[src/source/pktgen_pkg.sv]
/* shared definitions for the packet generator.
   byte 0 of a beat sits in data[63:56] and empty counts the unused low bytes.
   the clock port is named reset and the async active-high reset is named clk */
package pktgen_pkg;

   // --------------------------------------------------
   // widths
   // --------------------------------------------------
   localparam int data_w  = 64;                 // stream beat width
   localparam int empty_w = 3;                  // unused bytes on eop
   localparam int addr_w  = 4;                  // host register address
   localparam int len_w   = 14;                 // payload length field
   localparam int prbs_w  = 23;                 // x^23 + x^18 + 1

   // --------------------------------------------------
   // register map
   // --------------------------------------------------
   localparam logic [addr_w-1:0] addr_num_packets    = 4'd0;
   localparam logic [addr_w-1:0] addr_payload_len    = 4'd1;
   localparam logic [addr_w-1:0] addr_random_payload = 4'd2;
   localparam logic [addr_w-1:0] addr_start          = 4'd3;
   localparam logic [addr_w-1:0] addr_stop           = 4'd4;
   localparam logic [addr_w-1:0] addr_sa_lo          = 4'd5;   // sa[31:0]
   localparam logic [addr_w-1:0] addr_sa_hi          = 4'd6;   // sa[47:32]
   localparam logic [addr_w-1:0] addr_da_lo          = 4'd7;
   localparam logic [addr_w-1:0] addr_da_hi          = 4'd8;
   localparam logic [addr_w-1:0] addr_tx_count       = 4'd9;   // read only
   localparam logic [addr_w-1:0] addr_prbs_seed      = 4'd10;

   // limits, applied when a frame begins
   localparam logic [len_w-1:0] min_payload_len = 14'd8;
   localparam logic [len_w-1:0] max_payload_len = 14'd1500;

   localparam logic [prbs_w-1:0] default_seed = 23'h5eed00;  // nonzero so prbs never locks
   localparam logic [31:0]       crc_poly_rev = 32'hedb88320; // reflected ethernet poly

   // --------------------------------------------------
   // structs
   // --------------------------------------------------
   typedef struct packed {
      logic               valid;
      logic               sop;
      logic               eop;
      logic [empty_w-1:0] empty;
      logic [data_w-1:0]  data;
   } st_beat_t;

   typedef struct packed {
      logic [31:0]       num_packets;
      logic [len_w-1:0]  payload_len;
      logic              random_payload;   // 0 incrementing, 1 prbs23
      logic [47:0]       da;
      logic [47:0]       sa;
      logic [prbs_w-1:0] seed;
      logic              stop;             // level, host clears it
   } pkt_cfg_t;

endpackage

[src/source/pktgen_csr.sv]
/* host register bank. writes land on the next edge, reads return one cycle later.
   a start write while the generator is busy is dropped.
   the start address reads back the busy flag */
module pktgen_csr (
   input  logic                          reset,      // clock
   input  logic                          clk,        // async reset, active high
   input  logic [pktgen_pkg::addr_w-1:0] address,
   input  logic                          write,
   input  logic                          read,
   input  logic [31:0]                   writedata,
   input  logic                          frame_done,
   input  logic                          busy,
   output logic [31:0]                   readdata,
   output pktgen_pkg::pkt_cfg_t          cfg,
   output logic                          start
);

   logic [31:0] tx_count;  // frames sent since the last start
   logic        start_wr;

   // second write before busy rises is blocked by start itself
   assign start_wr = write && (address == pktgen_pkg::addr_start) && writedata[0] &&
                     !busy && !start;

   // --------------------------------------------------
   // configuration registers
   // --------------------------------------------------
   always_ff @(posedge reset or posedge clk) begin
      if (clk) begin
         cfg      <= '0;
         cfg.seed <= pktgen_pkg::default_seed;
      end else if (write) begin
         case (address)
            pktgen_pkg::addr_num_packets:    cfg.num_packets    <= writedata;
            pktgen_pkg::addr_payload_len:    cfg.payload_len    <= writedata[13:0];
            pktgen_pkg::addr_random_payload: cfg.random_payload <= writedata[0];
            pktgen_pkg::addr_stop:           cfg.stop           <= writedata[0];
            pktgen_pkg::addr_sa_lo:          cfg.sa[31:0]       <= writedata;
            pktgen_pkg::addr_sa_hi:          cfg.sa[47:32]      <= writedata[15:0];
            pktgen_pkg::addr_da_lo:          cfg.da[31:0]       <= writedata;
            pktgen_pkg::addr_da_hi:          cfg.da[47:32]      <= writedata[15:0];
            pktgen_pkg::addr_prbs_seed:      cfg.seed           <= writedata[22:0];
            default: ;                                          // start handled below
         endcase
      end
   end

   // start pulse and frame counter
   always_ff @(posedge reset or posedge clk) begin
      if (clk) begin
         start    <= 1'b0;
         tx_count <= '0;
      end else begin
         start <= start_wr;                                     // one cycle only
         if (start)           tx_count <= '0;
         else if (frame_done) tx_count <= tx_count + 32'd1;
      end
   end

   // --------------------------------------------------
   // read mux, independent of tx_ready
   // --------------------------------------------------
   always_ff @(posedge reset or posedge clk) begin
      if (clk) begin
         readdata <= '0;
      end else if (read) begin
         case (address)
            pktgen_pkg::addr_num_packets:    readdata <= cfg.num_packets;
            pktgen_pkg::addr_payload_len:    readdata <= {18'h0, cfg.payload_len};
            pktgen_pkg::addr_random_payload: readdata <= {31'h0, cfg.random_payload};
            pktgen_pkg::addr_start:          readdata <= {31'h0, busy};
            pktgen_pkg::addr_stop:           readdata <= {31'h0, cfg.stop};
            pktgen_pkg::addr_sa_lo:          readdata <= cfg.sa[31:0];
            pktgen_pkg::addr_sa_hi:          readdata <= {16'h0, cfg.sa[47:32]};
            pktgen_pkg::addr_da_lo:          readdata <= cfg.da[31:0];
            pktgen_pkg::addr_da_hi:          readdata <= {16'h0, cfg.da[47:32]};
            pktgen_pkg::addr_tx_count:       readdata <= tx_count;
            pktgen_pkg::addr_prbs_seed:      readdata <= {9'h0, cfg.seed};
            default:                         readdata <= '0;
         endcase
      end
   end

endmodule

[src/source/frame_sequencer.sv]
/* frame FSM: idle, two header slots, payload slots, one gap slot, then back to idle.
   payload slots carry framing only, data is filled further down the pipe.
   the idle slot between frames keeps tx.valid low after an extra fcs beat */
module frame_sequencer (
   input  logic                 reset,     // clock
   input  logic                 clk,       // async reset, active high
   input  logic                 tx_ready,  // pipeline enable
   input  pktgen_pkg::pkt_cfg_t cfg,
   input  logic                 start,
   output pktgen_pkg::st_beat_t slot,
   output logic                 payload,
   output logic                 frame_done,
   output logic                 busy
);

   typedef enum logic [2:0] {st_idle, st_hdr0, st_hdr1, st_pay, st_gap} state_t;

   state_t                       state;
   logic                         run;        // frames still owed to the host
   logic [pktgen_pkg::len_w-1:0] plen;       // clamped length of this frame
   logic [pktgen_pkg::len_w-1:0] plen_clamp;
   logic [pktgen_pkg::len_w-1:0] rem;        // bytes not yet given a slot
   logic [15:0]                  seq_num;
   logic [31:0]                  frame_cnt;
   logic                         last_frame;

   always_comb begin
      if (cfg.payload_len < pktgen_pkg::min_payload_len)
         plen_clamp = pktgen_pkg::min_payload_len;
      else if (cfg.payload_len > pktgen_pkg::max_payload_len)
         plen_clamp = pktgen_pkg::max_payload_len;
      else
         plen_clamp = cfg.payload_len;
   end

   assign last_frame = (frame_cnt + 32'd1) >= cfg.num_packets;
   assign frame_done = tx_ready && (state == st_gap);   // one pulse per frame
   assign busy       = run || (state != st_idle);

   // --------------------------------------------------
   // state and slot registers
   // --------------------------------------------------
   always_ff @(posedge reset or posedge clk) begin
      if (clk) begin
         state     <= st_idle;
         run       <= 1'b0;
         slot      <= '0;
         payload   <= 1'b0;
         plen      <= '0;
         rem       <= '0;
         seq_num   <= '0;
         frame_cnt <= '0;
      end else if (start) begin
         run       <= (cfg.num_packets != 32'd0);            // zero packets sends nothing
         seq_num   <= '0;
         frame_cnt <= '0;
      end else if (tx_ready) begin
         slot    <= '0;                                      // invalid unless set below
         payload <= 1'b0;
         case (state)
            st_idle: if (run) begin
               plen  <= plen_clamp;                          // latched for the whole frame
               rem   <= plen_clamp;
               state <= st_hdr0;
            end
            st_hdr0: begin
               slot.valid <= 1'b1;
               slot.sop   <= 1'b1;
               slot.data  <= {cfg.da, cfg.sa[47:32]};
               state      <= st_hdr1;
            end
            st_hdr1: begin
               slot.valid <= 1'b1;
               slot.data  <= {cfg.sa[31:0], {2'b00, plen} + 16'd2, seq_num};
               state      <= st_pay;
            end
            st_pay: begin
               slot.valid <= 1'b1;
               payload    <= 1'b1;
               rem        <= rem - 14'd8;
               if (rem <= 14'd8) begin                       // last payload slot
                  slot.eop   <= 1'b1;
                  slot.empty <= 3'd0 - rem[2:0];             // (8 - P mod 8) mod 8
                  state      <= st_gap;
               end
            end
            st_gap: begin
               seq_num   <= seq_num + 16'd1;
               frame_cnt <= frame_cnt + 32'd1;
               if (last_frame || cfg.stop) run <= 1'b0;      // stop only at a frame boundary
               state     <= st_idle;
            end
            default: state <= st_idle;
         endcase
      end
   end

endmodule

[src/source/payload_source.sv]
/* fills payload slots with incrementing bytes or prbs23 words, one cycle latency.
   prbs bits come out msb first, each new bit is s[22]^s[17] shifted in at bit 0.
   the prbs register only reloads on start, so the sequence runs on across frames */
module payload_source (
   input  logic                 reset,     // clock
   input  logic                 clk,       // async reset, active high
   input  logic                 tx_ready,
   input  pktgen_pkg::pkt_cfg_t cfg,
   input  logic                 start,
   input  pktgen_pkg::st_beat_t slot,
   input  logic                 payload,
   output pktgen_pkg::st_beat_t beat
);

   logic [pktgen_pkg::prbs_w-1:0]  prbs;
   logic [pktgen_pkg::prbs_w-1:0]  prbs_nxt;
   logic [pktgen_pkg::data_w-1:0]  prbs_bits;
   logic [pktgen_pkg::data_w-1:0]  inc_bits;
   logic [pktgen_pkg::data_w-1:0]  tail_mask;
   logic [7:0]                     byte_cnt;   // payload byte index mod 256
   pktgen_pkg::st_beat_t           beat_nxt;

   // 64 lfsr steps per beat
   always_comb begin
      prbs_nxt = prbs;
      prbs_bits = '0;
      for (int i = 0; i < pktgen_pkg::data_w; i++) begin
         prbs_nxt  = {prbs_nxt[21:0], prbs_nxt[22] ^ prbs_nxt[17]};
         prbs_bits = {prbs_bits[62:0], prbs_nxt[0]};
      end
   end

   always_comb begin
      for (int i = 0; i < 8; i++) inc_bits[63-8*i -: 8] = byte_cnt + 8'(i);
      tail_mask = slot.eop ? ({64{1'b1}} << {slot.empty, 3'b000}) : {64{1'b1}};
      beat_nxt = slot;                                   // headers and gaps pass through
      if (payload) beat_nxt.data = (cfg.random_payload ? prbs_bits : inc_bits) & tail_mask;
   end

   always_ff @(posedge reset or posedge clk) begin
      if (clk) begin
         beat     <= '0;
         byte_cnt <= '0;
         prbs     <= pktgen_pkg::default_seed;
      end else begin
         if (start)                                      prbs <= cfg.seed;
         else if (tx_ready && payload && cfg.random_payload) prbs <= prbs_nxt;
         if (tx_ready) begin
            beat <= beat_nxt;
            if (slot.sop)    byte_cnt <= '0;             // restart pattern per frame
            else if (payload) byte_cnt <= byte_cnt + 8'd8;
         end
      end
   end

endmodule

[src/source/fcs_inserter.sv]
/* appends the ethernet crc32 after the last payload byte, one cycle latency.
   fcs goes out least significant crc byte first.
   with fewer than 4 empty bytes the next input beat must be invalid, it is
   replaced by the extra eop beat */
module fcs_inserter (
   input  logic                 reset,     // clock
   input  logic                 clk,       // async reset, active high
   input  logic                 tx_ready,
   input  pktgen_pkg::st_beat_t beat,
   output pktgen_pkg::st_beat_t tx
);

   logic [31:0]                   crc;       // running crc, not yet inverted
   logic [31:0]                   crc_nxt;
   logic [31:0]                   fcs;
   logic [31:0]                   fcs_be;    // fcs in wire byte order
   logic [3:0]                    nbytes;    // valid bytes in this beat
   logic [pktgen_pkg::data_w-1:0] keep_mask;
   logic [95:0]                   merged;    // eop beat plus spill room
   logic                          ext_pend;
   logic [pktgen_pkg::data_w-1:0] ext_data;
   logic [2:0]                    ext_empty;
   pktgen_pkg::st_beat_t          tx_nxt;

   // bytewise reflected crc, byte 0 first
   function automatic logic [31:0] crc_beat(input logic [31:0] c_in,
                                            input logic [63:0] d,
                                            input logic [3:0]  n);
      logic [31:0] c;
      c = c_in;
      for (int i = 0; i < 8; i++) begin
         if (i < int'(n)) begin
            c = c ^ {24'h0, d[63-8*i -: 8]};
            for (int j = 0; j < 8; j++) c = c[0] ? ((c >> 1) ^ pktgen_pkg::crc_poly_rev) : (c >> 1);
         end
      end
      return c;
   endfunction

   // --------------------------------------------------
   // crc and merge
   // --------------------------------------------------
   always_comb begin
      nbytes    = beat.eop ? (4'd8 - {1'b0, beat.empty}) : 4'd8;
      crc_nxt   = crc_beat(beat.sop ? 32'hffffffff : crc, beat.data, nbytes);
      fcs       = ~crc_nxt;                                   // final xor
      fcs_be    = {fcs[7:0], fcs[15:8], fcs[23:16], fcs[31:24]};
      keep_mask = {64{1'b1}} << {beat.empty, 3'b000};
      merged    = {beat.data & keep_mask, 32'h0} | ({fcs_be, 64'h0} >> {nbytes, 3'b000});

      tx_nxt = beat;                                          // default pass through
      if (beat.valid && beat.eop) begin
         tx_nxt.data = merged[95:32];
         if (beat.empty[2]) begin
            tx_nxt.empty = {1'b0, beat.empty[1:0]};           // fcs fits, empty - 4
         end else begin
            tx_nxt.eop   = 1'b0;                              // spill into extra beat
            tx_nxt.empty = '0;
         end
      end else if (ext_pend) begin
         tx_nxt.valid = 1'b1;
         tx_nxt.sop   = 1'b0;
         tx_nxt.eop   = 1'b1;
         tx_nxt.empty = ext_empty;
         tx_nxt.data  = ext_data;
      end
   end

   always_ff @(posedge reset or posedge clk) begin
      if (clk) begin
         crc      <= 32'hffffffff;
         ext_pend <= 1'b0;
         tx       <= '0;
      end else if (tx_ready) begin
         tx       <= tx_nxt;
         ext_pend <= beat.valid && beat.eop && !beat.empty[2];
         if (beat.valid) crc <= crc_nxt;
      end
   end

   // leftover fcs bytes, only read while ext_pend is set
   always_ff @(posedge reset) begin
      if (tx_ready && beat.valid && beat.eop) begin
         ext_data  <= {merged[31:0], 32'h0};
         ext_empty <= {1'b1, beat.empty[1:0]};                // 4 + empty
      end
   end

endmodule

[src/source/pktgen_top.sv]
/* packet generator top: register bank feeding a three stage beat pipeline.
   tx_ready low freezes every stage, tx holds its value meanwhile */
module pktgen_top (
   input  logic                          reset,      // clock
   input  logic                          clk,        // async reset, active high
   input  logic [pktgen_pkg::addr_w-1:0] address,
   input  logic                          write,
   input  logic                          read,
   input  logic [31:0]                   writedata,
   input  logic                          tx_ready,
   output logic [31:0]                   readdata,
   output pktgen_pkg::st_beat_t          tx
);

   pktgen_pkg::pkt_cfg_t cfg;
   pktgen_pkg::st_beat_t slot;        // sequencer to payload source
   pktgen_pkg::st_beat_t beat;        // payload source to fcs
   logic                 start;
   logic                 payload;
   logic                 frame_done;
   logic                 busy;

   pktgen_csr u_csr (
      .reset(reset), .clk(clk), .address(address), .write(write), .read(read),
      .writedata(writedata), .frame_done(frame_done), .busy(busy),
      .readdata(readdata), .cfg(cfg), .start(start)
   );

   frame_sequencer u_seq (
      .reset(reset), .clk(clk), .tx_ready(tx_ready), .cfg(cfg), .start(start),
      .slot(slot), .payload(payload), .frame_done(frame_done), .busy(busy)
   );

   payload_source u_pay (
      .reset(reset), .clk(clk), .tx_ready(tx_ready), .cfg(cfg), .start(start),
      .slot(slot), .payload(payload), .beat(beat)
   );

   fcs_inserter u_fcs (
      .reset(reset), .clk(clk), .tx_ready(tx_ready), .beat(beat), .tx(tx)
   );

endmodule

[config.mk]
export PLATFORM = sky130hd
export DESIGN_NAME = pktgen_top
export DESIGN_NICKNAME = d
export VERILOG_FILES = /design/src/source/pktgen_pkg.sv /design/src/source/pktgen_csr.sv /design/src/source/frame_sequencer.sv /design/src/source/payload_source.sv /design/src/source/fcs_inserter.sv /design/src/source/pktgen_top.sv
export SDC_FILE = /design/constraint.sdc
export NUM_CORES = 2
export LEC_CHECK = 0
export BUFFER_PORTS_ARGS = -buffer_cell sky130_fd_sc_hd__clkbuf_2
export CAP_MARGIN = 0
export CORE_ASPECT_RATIO = 0.6
export CORE_UTILIZATION = 30
export DETAILED_ROUTE_END_ITERATION = 7
export PLACE_DENSITY = 0.41
export SYNTH_ARGS = -nofsm -noshare
export SYNTH_HDL_FRONTEND = slang
export SYNTH_HIERARCHICAL = 1
export SYNTH_SLANG_ARGS = --single-unit
[constraint.sdc]
create_clock -name reset -period 11.7 [get_ports reset]
set_input_delay 2.34 -clock reset [delete_from_list [all_inputs] [get_ports reset]]
set_output_delay 2.34 -clock reset [all_outputs]
set_load 0.02 [all_outputs]
==> results.ini <==
[logic_synthesis]
synthesis.yosys.warnings=6
yosysSeqAreaShare_pct=34.5
synthesis.instances=4781
synth-edff-count=34
ys_async_sr_fraction_pct=94.5
post_synth.cell_area_avg_um2=9.53
netlist_area_before_placement_um2=45600
yosys_register_bits=618
synthTopCellsByArea=dfrtp_1 (29%), xnor2_1 (7.0%), mux2_2 (5.0%)
mappedNetlistNets=4865
synth.lib_cells_used.distinct=141
yosysTopAreaCell=dfrtp_1
dominantRegCellSynth=dfrtp_1
portion_of_synthesized_cell_area_occupied_by_the_leading_cell_type_pct=29.1

[detailed_routing]
wl_per_cell_um=33.1
vias_per_cell=5.89
post_route_ant_nets=0
first_iter_violations=6181
residual_drc=8
routed_wirelength_um=231000
vias=41236
drt_pass_1_iters=8

[worst_setup_path]
timing.critical_path.to_type=register
critical_path_class=register to register
worst_path_max_delay_cell=xor3_1
timing.critical_path.max_delay_family=XOR/XNOR gates
startpoint=u_pay/beat[66]
timing.reg2reg.worst_path_depth=35
crit_path_max_fanout=14
cp.depth=35
timing.reg2reg.setup_slack_ns=0.26
rr_startpoint=u_pay/beat[66]
worstPathArrival_ns=12.00
critPathCapture=u_fcs/tx[43]
critPathRequiredTime_ns=12.26
r2r-end=u_fcs/tx[43]
crit_path_start_kind=register
crit_buf_inv=4
timing.critical_path.slowest_cell_delay_ns=0.64
critical_path_s_most_frequent_cell=xnor3_1

[finish]
seqCellArea_um2=15700
post_route_cells_drive_above_1_share_pct=19.8
layout.cell_area.non_filler_um2=52000
leading_cell_type_in_the_layout_fill_and_taps_excluded=dfrtp_1
fillCellCount=15516
finalCoreUtilization_pct=34.6
layout.cells.most_common_list=dfrtp_1 (526), nor2_1 (402), nand2_1 (378), xnor2_1 (359), a21oi_1 (269)
synthToLayoutAreaGrowth_pct=14.1
total_area_of_multi_input_combinational_cells_um2=27900
fin_cells=7002
num-nets-final=5007

[floorplanning]
num_io_pins=143
die_area_um2=154000
initial_utilization_pct=30.3
coreArea_um2=150000
fp.dieW_um=505
rows=110
dieHeight_um=304

[global_route]
first_global_vias=37289
global_route.usage.total_pct=29.5
top_usage_layer=met1
grt.met3_usage_pct=10.2
antenna_found_initial=16
grtUsageMet2_pct=32.7
overflow=0
wire_length_of_the_first_global_routing_pass_um=319000
pin_count_of_the_biggest_net_entering_global_routing=109
global_route_track_usage_on_met1_pct=51.0

[clocking]
cts_inserted_buffers=71
clkLatencyLatePin_ns=0.72
clk_root_buffer_cell=clkbuf_16
tritoncts=yes
htree_num_levels=3
cts_buffer_depth=3
cts.sink_count=618
clk_slew_on_worst_s_h_paths_ns=0.06

[placed_design]
portBuffers=142
placed_cells=6857
dpl-instance-area_um2=49300
routabilityCongestion=0.999
detailedPlacementHpwl_um=182000

[sta]
worst_slew_pin_slew_ns=1.41
period_minus_slack_ns=11.44
max_clock_freq_ghz=0.0874
final_hold_viol_count=0
timing_max_transition_violations_final=0
fin_worst_skew_ns=0.0400
hold_ws_ns=0.485
timing.slew.headroom_pct=6.23
post-route-period-util_pct=97.8
finalSetupViolCount=0

[min_path]
holdPathStages=1
worst_hold_path_type=register to register

[job]
maxCapViolations=0

[outcome]
status=complete, but fails checks
violated_checks=design-rule violations

-- sequential cells by signal, indices dropped and copies added, names as in the netlist, 2 cells and up --
name             cells
u_csr/cfg          167
u_fcs/tx            70
u_pay/beat          70
u_seq/slot          70
u_csr/readdata      32
u_csr/tx_count      32
u_fcs/crc           32
u_fcs/ext_data      32
u_seq/frame_cnt     32
u_pay/prbs          23
u_seq/seq_num       16
u_seq/plen          14
u_seq/rem           14
u_pay/byte_cnt       5
u_seq/state          3
u_fcs/ext_empty      2
-- cell usage after synthesis, drive strengths merged (20+ instances only) --
master,n
nor4,41
o21ai,257
nor3,81
or3,37
nand3,81
a31oi,48
o211ai,48
a21o,35
nand2b,28
ha,43
o31ai,32
xnor3,93
xnor2,400
a211o,24
a222oi,60
inv,180
nor2,415
and2,45
edfxtp,34
a221o,20
o22ai,39
dfrtp,530
mux2,204
a211oi,52
o221ai,27
dfstp,54
and3,37
mux2i,106
nand2,387
a22oi,90
a221oi,29
clkbuf,190
xor2,186
buf,145
nand4,56
a21oi,280
or4,32
-- how the worst min path moves through the flow --
stage,endpoint,from,slack (ns)
after global placement,u_seq/slot[69],u_seq/slot[69],0.47
final,u_seq/rem[12],u_seq/rem[12],0.48
after floorplan,u_seq/payload,u_seq/payload,0.44
after detailed placement,u_seq/slot[15],u_seq/slot[15],0.48
after global routing,u_seq/rem[12],u_seq/rem[12],0.52
after CTS,u_seq/rem[12],u_seq/rem[12],0.49
-- metal layers --
metal	vias up	wire (µm)
li1	17744	-
met5	-	0
met2	2196	76800
met1	21153	121000
met4	0	2760
met3	143	30500
-- cells by family (layout without fill, tap and decap cells) --
kind of cell / count (synthesis) / after routing / synth area share (%)
xor gates and xnor gates: 696 / 696 / 17.9
adders and majority gates: 43 / 43 / 1.18
buffers and inverters: 516 / 716 / 5.01
DFF: 618 / 618 / 34.5
muxes: 312 / 312 / 7.54
and+or+nand+nor: 1352 / 1352 / 14.7
AOI/OAI and AO/OA: 1244 / 1244 / 19.2
other: 0 / 5 / 0
-- through the flow --
stage	TNS (ns)	setup WS [ns]
3_3_place_gp	-0.165	-0.0680
3_5_place_dp	-0.221	-0.0867
5_1_grt	-0.00938	-0.00497
4_1_cts	0	0.0406
6_report	0	0.256
2_1_floorplan	0	0.913
-- what timing repair did --
| item | CTS | global route |
|---|---|---|
| endpoints found under the setup margin | 6 | 104 |
| hold buffers | 0 | 0 |
| gates resized for setup | 2 | 44 |
| pin swaps | 0 | 3 |
| hold endpoints to repair | 0 | 0 |
| buffers inserted | 0 | 9 |
-- worst register-to-register path, delay by kind of cell, from the launching register on --
kind / cells / cell delay (ns)
AOI/OAI and AO/OA: 8 / 2.41
adders and majority gates: 1 / 0.37
buffers and inverters: 4 / 1.07
and+or+nand+nor: 8 / 2.41
xor gates and xnor gates: 11 / 4.05
DFF: 1 / 0.37
muxes: 3 / 0.64
-- cell type report --
type / instances / share of cell area [%]
Multi-Input combinational cell: 3647 / 53.7
Sequential cell: 618 / 30.2
Timing Repair Buffer: 405 / 5.25
Tap cell: 2016 / 4.85
Clock buffer: 103 / 3.90
Inverter: 180 / 1.33
Clock inverter: 28 / 0.743
Antenna cell: 5 / 0.0241
Power is left out: the tool's default activity adds up to more than one toggle a clock period on the data nets, which glitch-free logic cannot reach.
